**config.mk**
```make
export PLATFORM = sky130hd
export DESIGN_NAME = eth_frame_logger
export DESIGN_NICKNAME = d
export VERILOG_FILES = /design/src/source/eth_script_pkg.sv /design/src/source/eth_log_pkg.sv /design/src/source/eth_frame_logger.sv /design/src/source/eth_frame_loop_extract.sv /design/src/source/eth_sync_fifo.sv /design/src/source/eth_script_unit.sv /design/src/source/eth_frame_tracker.sv
export SDC_FILE = /design/constraint.sdc
export NUM_CORES = 2
export LEC_CHECK = 0
export ABC_AREA = 1
export BUFFER_PORTS_ARGS = -buffer_cell sky130_fd_sc_hd__buf_4
export CAP_MARGIN = 0
export CORE_UTILIZATION = 56
export CTS_CLUSTER_SIZE = 16
export DETAILED_ROUTE_END_ITERATION = 10
export PLACE_DENSITY_LB_ADDON = 0.3
export SYNTH_ARGS = -nofsm -noshare
export SYNTH_HDL_FRONTEND = slang
export SYNTH_SLANG_ARGS = --single-unit
```
**constraint.sdc**
```tcl
create_clock -name clk -period 6.13 [get_ports clk]
set_input_delay 1.226 -clock clk [delete_from_list [all_inputs] [get_ports clk]]
set_output_delay 1.226 -clock clk [all_outputs]
set_load 0.02 [all_outputs]
```
**src/source/eth_script_pkg.sv**
```systemverilog
package eth_script_pkg;

	localparam int INSTR_WIDTH = 32;

	typedef enum logic {
		kind_compare = 1'b0,
		kind_range   = 1'b1
	} script_kind_e;

	typedef struct packed {
		script_kind_e kind;
		logic [10:0]  offset;
		logic [7:0]   value;
		logic [7:0]   mask;
		logic [3:0]   spare;
	} compare_instr_t;

	typedef struct packed {
		script_kind_e kind;
		logic [10:0]  start;
		logic [10:0]  stop;
		logic [8:0]   spare;
	} range_instr_t;

	// Kind bit is the MSB in both views
	typedef union packed {
		compare_instr_t cmp;
		range_instr_t   rng;
	} script_instr_u;

endpackage

```
**src/source/eth_log_pkg.sv**
```systemverilog
package eth_log_pkg;

	// Script loop size
	localparam int NUM_SCRIPTS = 4;
	localparam int SEL_WIDTH = $clog2(NUM_SCRIPTS);

	// Frame log words
	localparam int LOG_WIDTH = 64;
	localparam int LOG_BYTES = LOG_WIDTH / 8;

	localparam int SIZE_WIDTH = 16;
	localparam int TIME_WIDTH = 64;
	localparam int OVF_WIDTH = 64;
	localparam int POS_WIDTH = 11;

	// Control record is {matched, size, timestamp}
	localparam int CTL_WIDTH = NUM_SCRIPTS + SIZE_WIDTH + TIME_WIDTH;

	localparam int FRAME_FIFO_DEPTH = 32;
	localparam int CTL_FIFO_DEPTH = 8;

	typedef enum logic [1:0] {
		wait_fifo,
		write_frame,
		write_ctl,
		overflow
	} extract_state_e;

endpackage
```
**src/source/eth_frame_logger.sv**
```systemverilog
`timescale 1ns/1ps

module eth_frame_logger
	import eth_log_pkg::*;
	import eth_script_pkg::*;
(
	input  logic                   clk,
	input  logic                   rst_n,
	input  logic                   enable,
	input  logic [TIME_WIDTH-1:0]  current_time,
	input  logic [7:0]             in_data,
	input  logic                   in_valid,
	input  logic                   in_last,
	// Frame check is handled upstream
	input  logic                   in_fcs_bad,
	input  logic                   cfg_wr,
	input  logic [SEL_WIDTH-1:0]   cfg_sel,
	input  logic [INSTR_WIDTH-1:0] cfg_word,
	output logic [LOG_WIDTH-1:0]   frame_data,
	output logic                   frame_valid,
	input  logic                   frame_ready,
	output logic [CTL_WIDTH-1:0]   ctl_data,
	output logic                   ctl_valid,
	input  logic                   ctl_ready,
	output logic [OVF_WIDTH-1:0]   overflow_count
);

	logic [7:0] byte_data;
	logic byte_valid;
	logic byte_last;
	logic [POS_WIDTH-1:0] byte_pos;
	logic [NUM_SCRIPTS-1:0] match_flags;
	logic [NUM_SCRIPTS-1:0] capture_flags;
	logic [LOG_WIDTH-1:0] frame_wr_data;
	logic frame_wr_valid;
	logic frame_wr_ready;
	logic [CTL_WIDTH-1:0] ctl_wr_data;
	logic ctl_wr_valid;
	logic ctl_wr_ready;

	eth_frame_tracker u_tracker (
		.clk        (clk),
		.rst_n      (rst_n),
		.in_data    (in_data),
		.in_valid   (in_valid),
		.in_last    (in_last),
		.byte_data  (byte_data),
		.byte_valid (byte_valid),
		.byte_last  (byte_last),
		.byte_pos   (byte_pos)
	);

	for (genvar i = 0; i < NUM_SCRIPTS; i++) begin : g_script
		eth_script_unit #(
			.UNIT_INDEX (i)
		) u_script (
			.clk          (clk),
			.rst_n        (rst_n),
			.cfg_wr       (cfg_wr),
			.cfg_sel      (cfg_sel),
			.cfg_word     (cfg_word),
			.byte_data    (byte_data),
			.byte_valid   (byte_valid),
			.byte_last    (byte_last),
			.byte_pos     (byte_pos),
			.match_flag   (match_flags[i]),
			.capture_flag (capture_flags[i])
		);
	end

	eth_frame_loop_extract u_extract (
		.clk            (clk),
		.rst_n          (rst_n),
		.enable         (enable),
		.current_time   (current_time),
		.byte_data      (byte_data),
		.byte_valid     (byte_valid),
		.byte_last      (byte_last),
		.match_flags    (match_flags),
		.capture_flags  (capture_flags),
		.frame_wr_data  (frame_wr_data),
		.frame_wr_valid (frame_wr_valid),
		.frame_wr_ready (frame_wr_ready),
		.ctl_wr_data    (ctl_wr_data),
		.ctl_wr_valid   (ctl_wr_valid),
		.ctl_wr_ready   (ctl_wr_ready),
		.overflow_count (overflow_count)
	);

	eth_sync_fifo #(
		.WIDTH (LOG_WIDTH),
		.DEPTH (FRAME_FIFO_DEPTH)
	) u_frame_fifo (
		.clk      (clk),
		.rst_n    (rst_n),
		.wr_data  (frame_wr_data),
		.wr_valid (frame_wr_valid),
		.wr_ready (frame_wr_ready),
		.rd_data  (frame_data),
		.rd_valid (frame_valid),
		.rd_ready (frame_ready)
	);

	eth_sync_fifo #(
		.WIDTH (CTL_WIDTH),
		.DEPTH (CTL_FIFO_DEPTH)
	) u_ctl_fifo (
		.clk      (clk),
		.rst_n    (rst_n),
		.wr_data  (ctl_wr_data),
		.wr_valid (ctl_wr_valid),
		.wr_ready (ctl_wr_ready),
		.rd_data  (ctl_data),
		.rd_valid (ctl_valid),
		.rd_ready (ctl_ready)
	);

endmodule

```
**src/source/eth_frame_loop_extract.sv**
```systemverilog
`timescale 1ns/1ps

module eth_frame_loop_extract
	import eth_log_pkg::*;
(
	input  logic                   clk,
	input  logic                   rst_n,
	input  logic                   enable,
	input  logic [TIME_WIDTH-1:0]  current_time,
	input  logic [7:0]             byte_data,
	input  logic                   byte_valid,
	input  logic                   byte_last,
	input  logic [NUM_SCRIPTS-1:0] match_flags,
	input  logic [NUM_SCRIPTS-1:0] capture_flags,
	output logic [LOG_WIDTH-1:0]   frame_wr_data,
	output logic                   frame_wr_valid,
	input  logic                   frame_wr_ready,
	output logic [CTL_WIDTH-1:0]   ctl_wr_data,
	output logic                   ctl_wr_valid,
	input  logic                   ctl_wr_ready,
	output logic [OVF_WIDTH-1:0]   overflow_count
);

	extract_state_e state;
	logic in_frame;
	logic [SIZE_WIDTH-1:0] count;
	logic [LOG_WIDTH-1:0] word_q;
	logic [LOG_WIDTH-1:0] next_word;
	logic [$clog2(LOG_BYTES)-1:0] lane;
	logic capture;
	logic word_done;
	logic frame_gap;

	always_comb begin
		lane = count[$clog2(LOG_BYTES)-1:0];
		capture = |capture_flags;
		// Lanes above the current one are still zero
		next_word = word_q | (LOG_WIDTH'(byte_data) << (8 * lane));
		word_done = (lane == '1) || byte_last;
		// True when the next cycle falls between frames
		frame_gap = byte_valid ? byte_last : ~in_frame;
	end

	always_ff @(posedge clk) begin
		if (!rst_n) begin
			state <= wait_fifo;
			in_frame <= 1'b0;
			count <= '0;
			word_q <= '0;
			frame_wr_data <= '0;
			frame_wr_valid <= 1'b0;
			ctl_wr_data <= '0;
			ctl_wr_valid <= 1'b0;
			overflow_count <= '0;
		end else begin
			if (frame_wr_valid && frame_wr_ready) begin
				frame_wr_valid <= 1'b0;
			end
			if (ctl_wr_valid && ctl_wr_ready) begin
				ctl_wr_valid <= 1'b0;
			end
			if (byte_valid) begin
				in_frame <= ~byte_last;
			end

			case (state)
				wait_fifo: begin
					count <= '0;
					word_q <= '0;
					if (enable && frame_gap && frame_wr_ready && ctl_wr_ready) begin
						state <= write_frame;
					end
				end

				write_frame: begin
					if (byte_valid) begin
						if (capture) begin
							count <= count + 1'b1;
							if (word_done) begin
								frame_wr_data <= next_word;
								frame_wr_valid <= 1'b1;
								word_q <= '0;
								if (!frame_wr_ready) begin
									// Word held until the FIFO takes it
									state <= overflow;
									ctl_wr_data <= {{NUM_SCRIPTS{1'b0}}, count + 1'b1, current_time};
									if (byte_last) begin
										overflow_count <= overflow_count + 1'b1;
									end
								end else if (byte_last) begin
									state <= write_ctl;
									ctl_wr_data <= {match_flags, count + 1'b1, current_time};
									ctl_wr_valid <= 1'b1;
								end
							end else begin
								word_q <= next_word;
							end
						end else if (byte_last) begin
							state <= write_ctl;
							ctl_wr_data <= {match_flags, count, current_time};
							ctl_wr_valid <= 1'b1;
							// Flush a partial word
							if (lane != '0) begin
								frame_wr_data <= word_q;
								frame_wr_valid <= 1'b1;
								word_q <= '0;
							end
						end
					end else if (!in_frame && !enable) begin
						state <= wait_fifo;
					end
				end

				write_ctl: begin
					if (ctl_wr_valid && ctl_wr_ready) begin
						state <= wait_fifo;
					end
				end

				overflow: begin
					if (frame_wr_valid && frame_wr_ready) begin
						state <= write_ctl;
						ctl_wr_valid <= 1'b1;
					end
				end

				default: state <= wait_fifo;
			endcase

			// Frames ending outside write_frame are lost
			if (state != write_frame && byte_valid && byte_last) begin
				overflow_count <= overflow_count + 1'b1;
			end
		end
	end

endmodule

```
**src/source/eth_sync_fifo.sv**
```systemverilog
`timescale 1ns/1ps

module eth_sync_fifo #(
	parameter int WIDTH = 64,
	parameter int DEPTH = 32
) (
	input  logic             clk,
	input  logic             rst_n,
	input  logic [WIDTH-1:0] wr_data,
	input  logic             wr_valid,
	output logic             wr_ready,
	output logic [WIDTH-1:0] rd_data,
	output logic             rd_valid,
	input  logic             rd_ready
);

	localparam int PTR_WIDTH = $clog2(DEPTH);
	localparam int CNT_WIDTH = $clog2(DEPTH + 1);

	logic [WIDTH-1:0] mem [DEPTH];
	logic [PTR_WIDTH-1:0] wr_ptr;
	logic [PTR_WIDTH-1:0] rd_ptr;
	logic [CNT_WIDTH-1:0] count;
	logic do_wr;
	logic do_rd;

	assign wr_ready = count != CNT_WIDTH'(DEPTH);
	assign rd_valid = count != '0;
	assign rd_data = mem[rd_ptr];
	assign do_wr = wr_valid & wr_ready;
	assign do_rd = rd_valid & rd_ready;

	always_ff @(posedge clk) begin
		if (!rst_n) begin
			wr_ptr <= '0;
			rd_ptr <= '0;
			count <= '0;
		end else begin
			if (do_wr) begin
				wr_ptr <= (wr_ptr == PTR_WIDTH'(DEPTH - 1)) ? '0 : wr_ptr + 1'b1;
			end
			if (do_rd) begin
				rd_ptr <= (rd_ptr == PTR_WIDTH'(DEPTH - 1)) ? '0 : rd_ptr + 1'b1;
			end
			count <= count + CNT_WIDTH'(do_wr) - CNT_WIDTH'(do_rd);
		end
	end

	always_ff @(posedge clk) begin
		if (do_wr) begin
			mem[wr_ptr] <= wr_data;
		end
	end

endmodule

```
**src/source/eth_script_unit.sv**
```systemverilog
`timescale 1ns/1ps

module eth_script_unit
	import eth_log_pkg::*;
	import eth_script_pkg::*;
#(
	parameter int UNIT_INDEX = 0
) (
	input  logic                   clk,
	input  logic                   rst_n,
	input  logic                   cfg_wr,
	input  logic [SEL_WIDTH-1:0]   cfg_sel,
	input  logic [INSTR_WIDTH-1:0] cfg_word,
	input  logic [7:0]             byte_data,
	input  logic                   byte_valid,
	input  logic                   byte_last,
	input  logic [POS_WIDTH-1:0]   byte_pos,
	output logic                   match_flag,
	output logic                   capture_flag
);

	script_instr_u instr;
	logic matched_q;
	logic cmp_hit;
	logic past_start;
	logic in_range;

	always_ff @(posedge clk) begin
		if (!rst_n) begin
			// Never matches until loaded
			instr.cmp <= '{kind: kind_compare, offset: '0, value: 8'hff, mask: 8'h00, spare: '0};
		end else if (cfg_wr && cfg_sel == SEL_WIDTH'(UNIT_INDEX)) begin
			instr <= cfg_word;
		end
	end

	always_comb begin
		cmp_hit = byte_valid && byte_pos == instr.cmp.offset &&
			(byte_data & instr.cmp.mask) == instr.cmp.value;
		past_start = byte_pos >= instr.rng.start;
		in_range = past_start && byte_pos <= instr.rng.stop;

		if (instr.cmp.kind == kind_range) begin
			match_flag = byte_valid & past_start;
			capture_flag = byte_valid & in_range;
		end else begin
			match_flag = byte_valid & (matched_q | cmp_hit);
			capture_flag = match_flag;
		end
	end

	// Compare hit holds until the frame ends
	always_ff @(posedge clk) begin
		if (!rst_n) begin
			matched_q <= 1'b0;
		end else if (byte_valid) begin
			if (byte_last) begin
				matched_q <= 1'b0;
			end else if (cmp_hit) begin
				matched_q <= 1'b1;
			end
		end
	end

endmodule

```
**src/source/eth_frame_tracker.sv**
```systemverilog
`timescale 1ns/1ps

module eth_frame_tracker
	import eth_log_pkg::*;
(
	input  logic                 clk,
	input  logic                 rst_n,
	input  logic [7:0]           in_data,
	input  logic                 in_valid,
	input  logic                 in_last,
	output logic [7:0]           byte_data,
	output logic                 byte_valid,
	output logic                 byte_last,
	output logic [POS_WIDTH-1:0] byte_pos
);

	// Position of the next byte to arrive
	logic [POS_WIDTH-1:0] pos_cnt;

	always_ff @(posedge clk) begin
		if (!rst_n) begin
			byte_valid <= 1'b0;
			byte_last <= 1'b0;
			pos_cnt <= '0;
		end else begin
			byte_valid <= in_valid;
			byte_last <= in_valid & in_last;
			if (in_valid) begin
				if (in_last) begin
					pos_cnt <= '0;
				end else begin
					pos_cnt <= pos_cnt + 1'b1;
				end
			end
		end
	end

	always_ff @(posedge clk) begin
		if (in_valid) begin
			byte_data <= in_data;
			byte_pos <= pos_cnt;
		end
	end

endmodule

```
## After elaboration in Yosys (flattened, before gate mapping)

Memories as Yosys holds them, arrays and structs flattened. A register that Yosys moved wholly into a read port is not among the register bits.
Index checks and enable logic that the tools add are counted.

| word-level totals | value |
|---|---|
| latch bits | 0 |
| logic and storage cells | 247 |
| flip-flop bits (word level) | 487 |
| memories | 2 |
| input bits | 115 |
| ROM bits | 0 |
| output and inout bits | 214 |
| RAM bits | 2720 |

| operators by class | value |
|---|---|
| bitwise gates (word level) | 28 |
| reductions and logical operators | 55 |
| add/sub/neg operators | 11 |
| order comparisons | 8 |
| muxes and demuxes | 80 |
| div/mod/pow operators | 0 |
| multiply operators | 0 |
| shifts and indexed selects | 1 |
| equality and inequality tests | 34 |

Memory list:

| name | words | width | read ports | clocked after Yosys merged registers in | write ports | RTL line | source |
|---|---|---|---|---|---|---|---|
| u_frame_fifo.mem | 32 | 64 | 1 | 1 | 1 | eth_sync_fifo.sv:20 | `logic [WIDTH-1:0] mem [DEPTH];` |
| u_ctl_fifo.mem | 8 | 84 | 1 | 1 | 1 | eth_sync_fifo.sv:20 |  |

Operator list:

| cell | number |
|---|---|
| 64-bit 2-to-1 mux | 16 |
| 84-bit 2-to-1 mux | 5 |
| 64-bit one-hot mux with 2 select lines | 1 |
| 64-bit by 1-bit adder with 64-bit output, second input constant | 1 |
| 64-bit bitwise OR | 1 |
| 8-bit by 6-bit << shifter with 64-bit output | 1 |
| 11-bit equality test | 4 |
| 11-bit >= comparator | 4 |
| 11-bit less-or-equal comparator | 4 |
| 1-bit 2-to-1 mux | 35 |
| 8-bit AND | 4 |
| 8-bit equality test | 4 |
| 16-bit 2-to-1 mux | 2 |
| 16-bit one-hot mux with 2 select lines | 1 |
| 1-bit logical AND | 24 |
| 2-bit nonzero test | 12 |
| 5-bit 2-to-1 mux | 4 |
| 2-bit 2-to-1 mux | 9 |
| 1-bit AND | 17 |
| 16-bit by 1-bit adder with 16-bit output, second input constant | 1 |
| 5-bit AND reduction | 3 |
| 3-bit 2-to-1 mux | 4 |
| 11-bit by 1-bit adder with 11-bit output, second input constant | 1 |
| 11-bit 2-to-1 mux | 1 |
| other kinds (32) | 58 |

## Longest topological paths before layout

| logic depth | value |
|---|---|
| depth after elaboration | 11 |
| mapped depth | 21 |
| mapped depth without buffers | 19 |

## Hierarchy

From an unflattened synthesis, not the netlist that was laid out.

| unflattened totals | value |
|---|---|
| cells, all modules | 12809 |
| area total of the unflattened synthesis | 133898.4 um2 |

Modules (own cells, without submodules):

| module | cells each | area each (um2) | times used | seq. area each (um2) |
|---|---|---|---|---|
| eth_sync_fifo (u_frame_fifo) | 6769 | 82631.8 | 1 | 61919.4 |
| eth_sync_fifo (u_ctl_fifo) | 3000 | 29769.8 | 1 | 20439.6 |
| eth_frame_loop_extract | 1891 | 13080.0 | 1 | 5945.7 |
| eth_script_unit (g_script[1].u_script ...) | 262 | 1808.0 | 2 | 580.6 |
| eth_script_unit (g_script[0].u_script) | 262 | 1806.7 | 1 | 580.6 |
| eth_script_unit (g_script[3].u_script) | 261 | 1793.0 | 1 | 580.6 |
| eth_frame_tracker | 102 | 1201.2 | 1 | 830.8 |

## Worst setup path after synthesis

Ideal clock, no wire load.

| timing path | value |
|---|---|
| path type | register to register |
| start | register u_frame_fifo.count[2] |
| end | memory u_frame_fifo.mem[14][0], in the netlist u_frame_fifo.mem[7][0], enable pin |
| setup slack | 200 ps |
| arrival time | 5365 ps |
| buffers on the path | 1 |
| clock period less this slack | 5930 ps |
| stages on the path, launching flop included | 7 |
| setup time | 565 ps |
| required time | 5565 ps |
| cell sequence | dfxtp_1 > inv_1 > ha_1 > nand4_1 > nand2_1 > clkbuf_1 > nor3_1 |

| on the way | value |
|---|---|
| word-level cells in the longest chain between the ends | 4 |

Ends and longest elaborated chain:

| item | RTL line | source |
|---|---|---|
| start, declared | eth_sync_fifo.sv:23 | `logic [CNT_WIDTH-1:0] count;` |
| start signal, assigned | eth_sync_fifo.sv:45 | `count <= count + CNT_WIDTH'(do_wr) - CNT_WIDTH'(do_rd);` |
| 6-bit != test | eth_sync_fifo.sv:27 | `assign wr_ready = count != CNT_WIDTH'(DEPTH);` |
| 1-bit AND | eth_sync_fifo.sv:30 | `assign do_wr = wr_valid & wr_ready;` |
| 1-bit 2-to-1 mux | eth_sync_fifo.sv:50 | `if (do_wr) begin` |
| 1-bit 2-to-1 mux (not written as such) | eth_sync_fifo.sv:51 | `mem[wr_ptr] <= wr_data;` |
| end, declared | eth_sync_fifo.sv:20 |  |

No other way between the ends.

==> impl_metrics.py <==
metrics = {
    "logic_synthesis": {
        "post_synth_instance_area_mm2": 0.130,
        "ys_types": 53,
        "synth.yosys.seq_area_share_pct": 70.1,
        "yosys.cell_count.top_type": "sky130_fd_sc_hd__edfxtp_1",
        "dominantRegCellSynth": "sky130_fd_sc_hd__edfxtp_1",
        "synth_area_leaders": "sky130_fd_sc_hd__edfxtp_1 (63%), sky130_fd_sc_hd__nor2_1 (7.1%), sky130_fd_sc_hd__dfxtp_1 (7.1%)",
        "yosys_register_bits": 3199,
        "mappedNetlistNets": 11829,
        "synth-edff-count": 2739,
        "number_of_instances_in_the_synthesized_netlist": 11593,
        "syn_area_per_cell_um2": 11.3,
        "synth_largest_type_area_fraction_pct": 63.0,
        "synth.cells.most_frequent": "sky130_fd_sc_hd__edfxtp_1 (2739), sky130_fd_sc_hd__nor2_1 (2456), sky130_fd_sc_hd__o21ai_0 (1715)",
        "async_reset_ff_share_pct": 0,
        "synth_area_leader_cell": "sky130_fd_sc_hd__edfxtp_1",
        "yosysWarnings": 0,
    },
    "grt": {
        "groute.layer.met2.usage_pct": 47.1,
        "grt.met1_usage_pct": 40.9,
        "globalRouteMet3Util_pct": 5.31,
        "first_global_vias": 89227,
        "grt_usage_pct": 29.7,
        "grt_first_pass_wirelength_um": 532000,
        "grt_busiest_layer": "met2",
        "grt_max_degree": 196,
        "grt_antenna_before_repair": 13,
        "grt_overflow_total": 0,
    },
    "sta": {
        "maxClockFrequency_mhz": 177,
        "layout_min_cycle_time_ps": 5630,
        "final.period_utilization_pct": 91.9,
        "setup_viol": 0,
        "hold_viol": 0,
        "finClkSkew_ps": 55.9,
        "maxSlewViolCount": 0,
        "fin_tns_setup_ps": 0,
        "worst_tran_pin_value_ps": 1360,
        "worst_slew_margin_rel_pct": 9.65,
        "rsz0062_at_grt": "false",
    },
    "cts": {
        "hold_buffers": 0,
        "clk_latency_ps": 940,
        "maximum_buffer_depth_of_the_clock_tree": 4,
        "cts_max_level": 5,
        "cts_resized": 0,
        "cts.clk_slew.worst_paths_ps": 60,
        "cts_root_buf": "sky130_fd_sc_hd__clkbuf_16",
        "cts_tree": "built",
        "cts_setup_buffers": 0,
        "cts_made_buffers": 333,
        "clkSinkCount": 3199,
    },
    "critical_path": {
        "setup.worst_path.class": "reg2out",
        "cp.required_ps": 4900,
        "setup.worst_path.end_class": "output port",
        "timing.reg2reg.setup_slack_ps": 1440,
        "critical_path_peak_fanout": 124,
        "crit_arrival_ps": 4410,
        "worst_setup_path_start_kind": "flop",
        "regToRegStartpoint": "u_tracker.byte_pos[8]",
    },
    "detailed_routing": {
        "drc_markers": 0,
        "detail_route.first_pass.iterations": 7,
        "post_drt_via_cell_ratio": 6.21,
        "drt_first_iter_violations": 12243,
        "final_antenna_net_count": 0,
        "route.final.wire_length_um": 358000,
        "detailroute.via_count": 92818,
        "wl_cell_um": 24.0,
    },
    "power_and_ir_drop": {
        "leakage_power_nw": 51.6,
        "vdd.ir_drop.worst_mv": 0.351,
        "power_density_relative_to_cell_area_mw_per_mm2": 371,
        "tot_pwr_w": 0.0543,
    },
    "layout": {
        "post_route_cells_drive_above_1_share_pct": 8.78,
        "stdcell_area_mm2": 0.146,
        "synthToLayoutAreaGrowth_pct": 12.2,
        "final_net_count": 11885,
    },
    "placement": {
        "numPortBuffers": 323,
        "placed_area_mm2": 0.136,
        "dp_hpwl_um": 185000,
        "routability_driven_placement_congestion_ratio": 0.870,
    },
    "min_path": {
        "hold_path.class": "reg2reg",
        "timing.hold.worst.start": "u_tracker.pos_cnt[8]",
    },
    "floorplanning": {
        "chipWidth_um": 485,
        "fp.coreArea_mm2": 0.231,
        "starting_utilization_of_the_core_area_pct": 56.5,
        "row_count": 176,
        "num_io_pins": 329,
        "floorplan_die_height_um": 485,
        "fp.dieArea_mm2": 0.235,
    },
    "outcome": {
        "status": "complete, no violations",
    },
    "run": {
        "drv_cap": 0,
    },
}
[cell usage in the layout (no fill, tap or decap), drive strengths merged, types with 2 or more instances in the layout]
cell type	instances
dfxtp	460
clkinv	113
nand3	191
a21o	4
nand2	1208
diode	6
o21ai	1717
nand3b	5
ha	119
inv	446
xnor2	16
nand4	104
fa	2
and2	4
nor3b	18
o31ai	20
o22ai	631
o21bai	2
o211a	3
clkbuf	427
clkinvlp	11
a21boi	2
buf	482
o32ai	10
xor2	63
or2	8
edfxtp	2739
bufinv	33
o221ai	41
a32o	2
nor4	22
nor3	119
nor2	2463
a21oi	290
a31oi	95
o211ai	27
a211oi	3
[final timing paths]
check / endpoint / cells after the start
max: frame_data[34] / 9
max reg2reg: u_extract.frame_wr_data[42] / 19
min: u_tracker.byte_pos[8] / 0
min reg2reg: u_tracker.byte_pos[8] / 0
[registers in the layout (all words and copies together), names as in the netlist, 2 cells and up, named ones only]
name	flops
u_ctl_fifo.mem	672
u_extract.count	16
u_tracker.byte_pos	11
g_script.u_script.matched_q	4
u_frame_fifo.rd_ptr	5
u_ctl_fifo.rd_ptr	3
u_extract.word_q	64
u_ctl_fifo.count	4
u_ctl_fifo.wr_ptr	3
u_frame_fifo.count	6
u_extract.frame_wr_data	64
u_frame_fifo.mem	2048
g_script.u_script.instr	112
u_extract.overflow_count	64
u_extract.state	2
u_frame_fifo.wr_ptr	5
u_extract.ctl_wr_data	84
u_tracker.pos_cnt	11
u_tracker.byte_data	8
[logic make-up (layout without fill, tap and decap cells)]
logic type	after synthesis	in the layout	share of synthesized area, %
other cells	0	6	0
fa+ha+maj	121	121	1.17
flops	3199	3199	70.1
simple gates	4143	4143	12.6
compound gates	2850	2850	11.9
xor+xnor	79	79	0.530
buf+inv	1201	1512	3.67
[worst max-delay path, cell delays in order, from the launching register on]
cell and delay, ps:
sky130_fd_sc_hd__dfxtp_4 580, sky130_fd_sc_hd__inv_8 710, sky130_fd_sc_hd__buf_12 420, sky130_fd_sc_hd__o21ai_0 210, sky130_fd_sc_hd__o22ai_1 150, sky130_fd_sc_hd__o21ai_0 110, sky130_fd_sc_hd__o22ai_1 280, sky130_fd_sc_hd__nand2_1 110
sky130_fd_sc_hd__nand2_1 290, sky130_fd_sc_hd__buf_4 210
[through the flow]
step / util [%] / setup slack [ps] / hold slack, ps / std cells
6_report: 63.4 / 496 / 438 / 14936
5_1_grt: 63.4 / 310 / 420 / 14936
4_1_cts: 63.4 / 513 / 402 / 14930
3_5_place_dp: 58.8 / 1530 / 426 / 14340
3_3_place_gp: 58.8 / 1610 / 420 / 14340
2_1_floorplan: - / 200 / 408 / 11593
[power breakdown]
part           total (W)  switching, W  internal [W]
combinational     0.0102       0.00706       0.00317
clock             0.0199       0.00814        0.0118
sequential        0.0242      0.000469        0.0237
total             0.0543        0.0157        0.0387
[metal layers]
layer / wire length (um) / vias to the layer above
met1: 138000 / 45188
met3: 40600 / 879
met4: 14000 / 6
met5: 32 / -
met2: 165000 / 5375
li1: - / 41370
[layout make-up]
| class | count | area (um2) |
|---|---|---|
| tap | 3026 | 3790 |
| clock buffer | 427 | 9050 |
| antenna | 6 | 15.0 |
| sequential | 3199 | 91500 |
| fill | 16996 | 84400 |
| inverter | 440 | 1700 |
| multi-input combinational | 7193 | 34600 |
| timing repair buffer | 482 | 4160 |
| clock inverter | 163 | 1650 |
No activity file was read; power rests on OpenSTA's default activity.
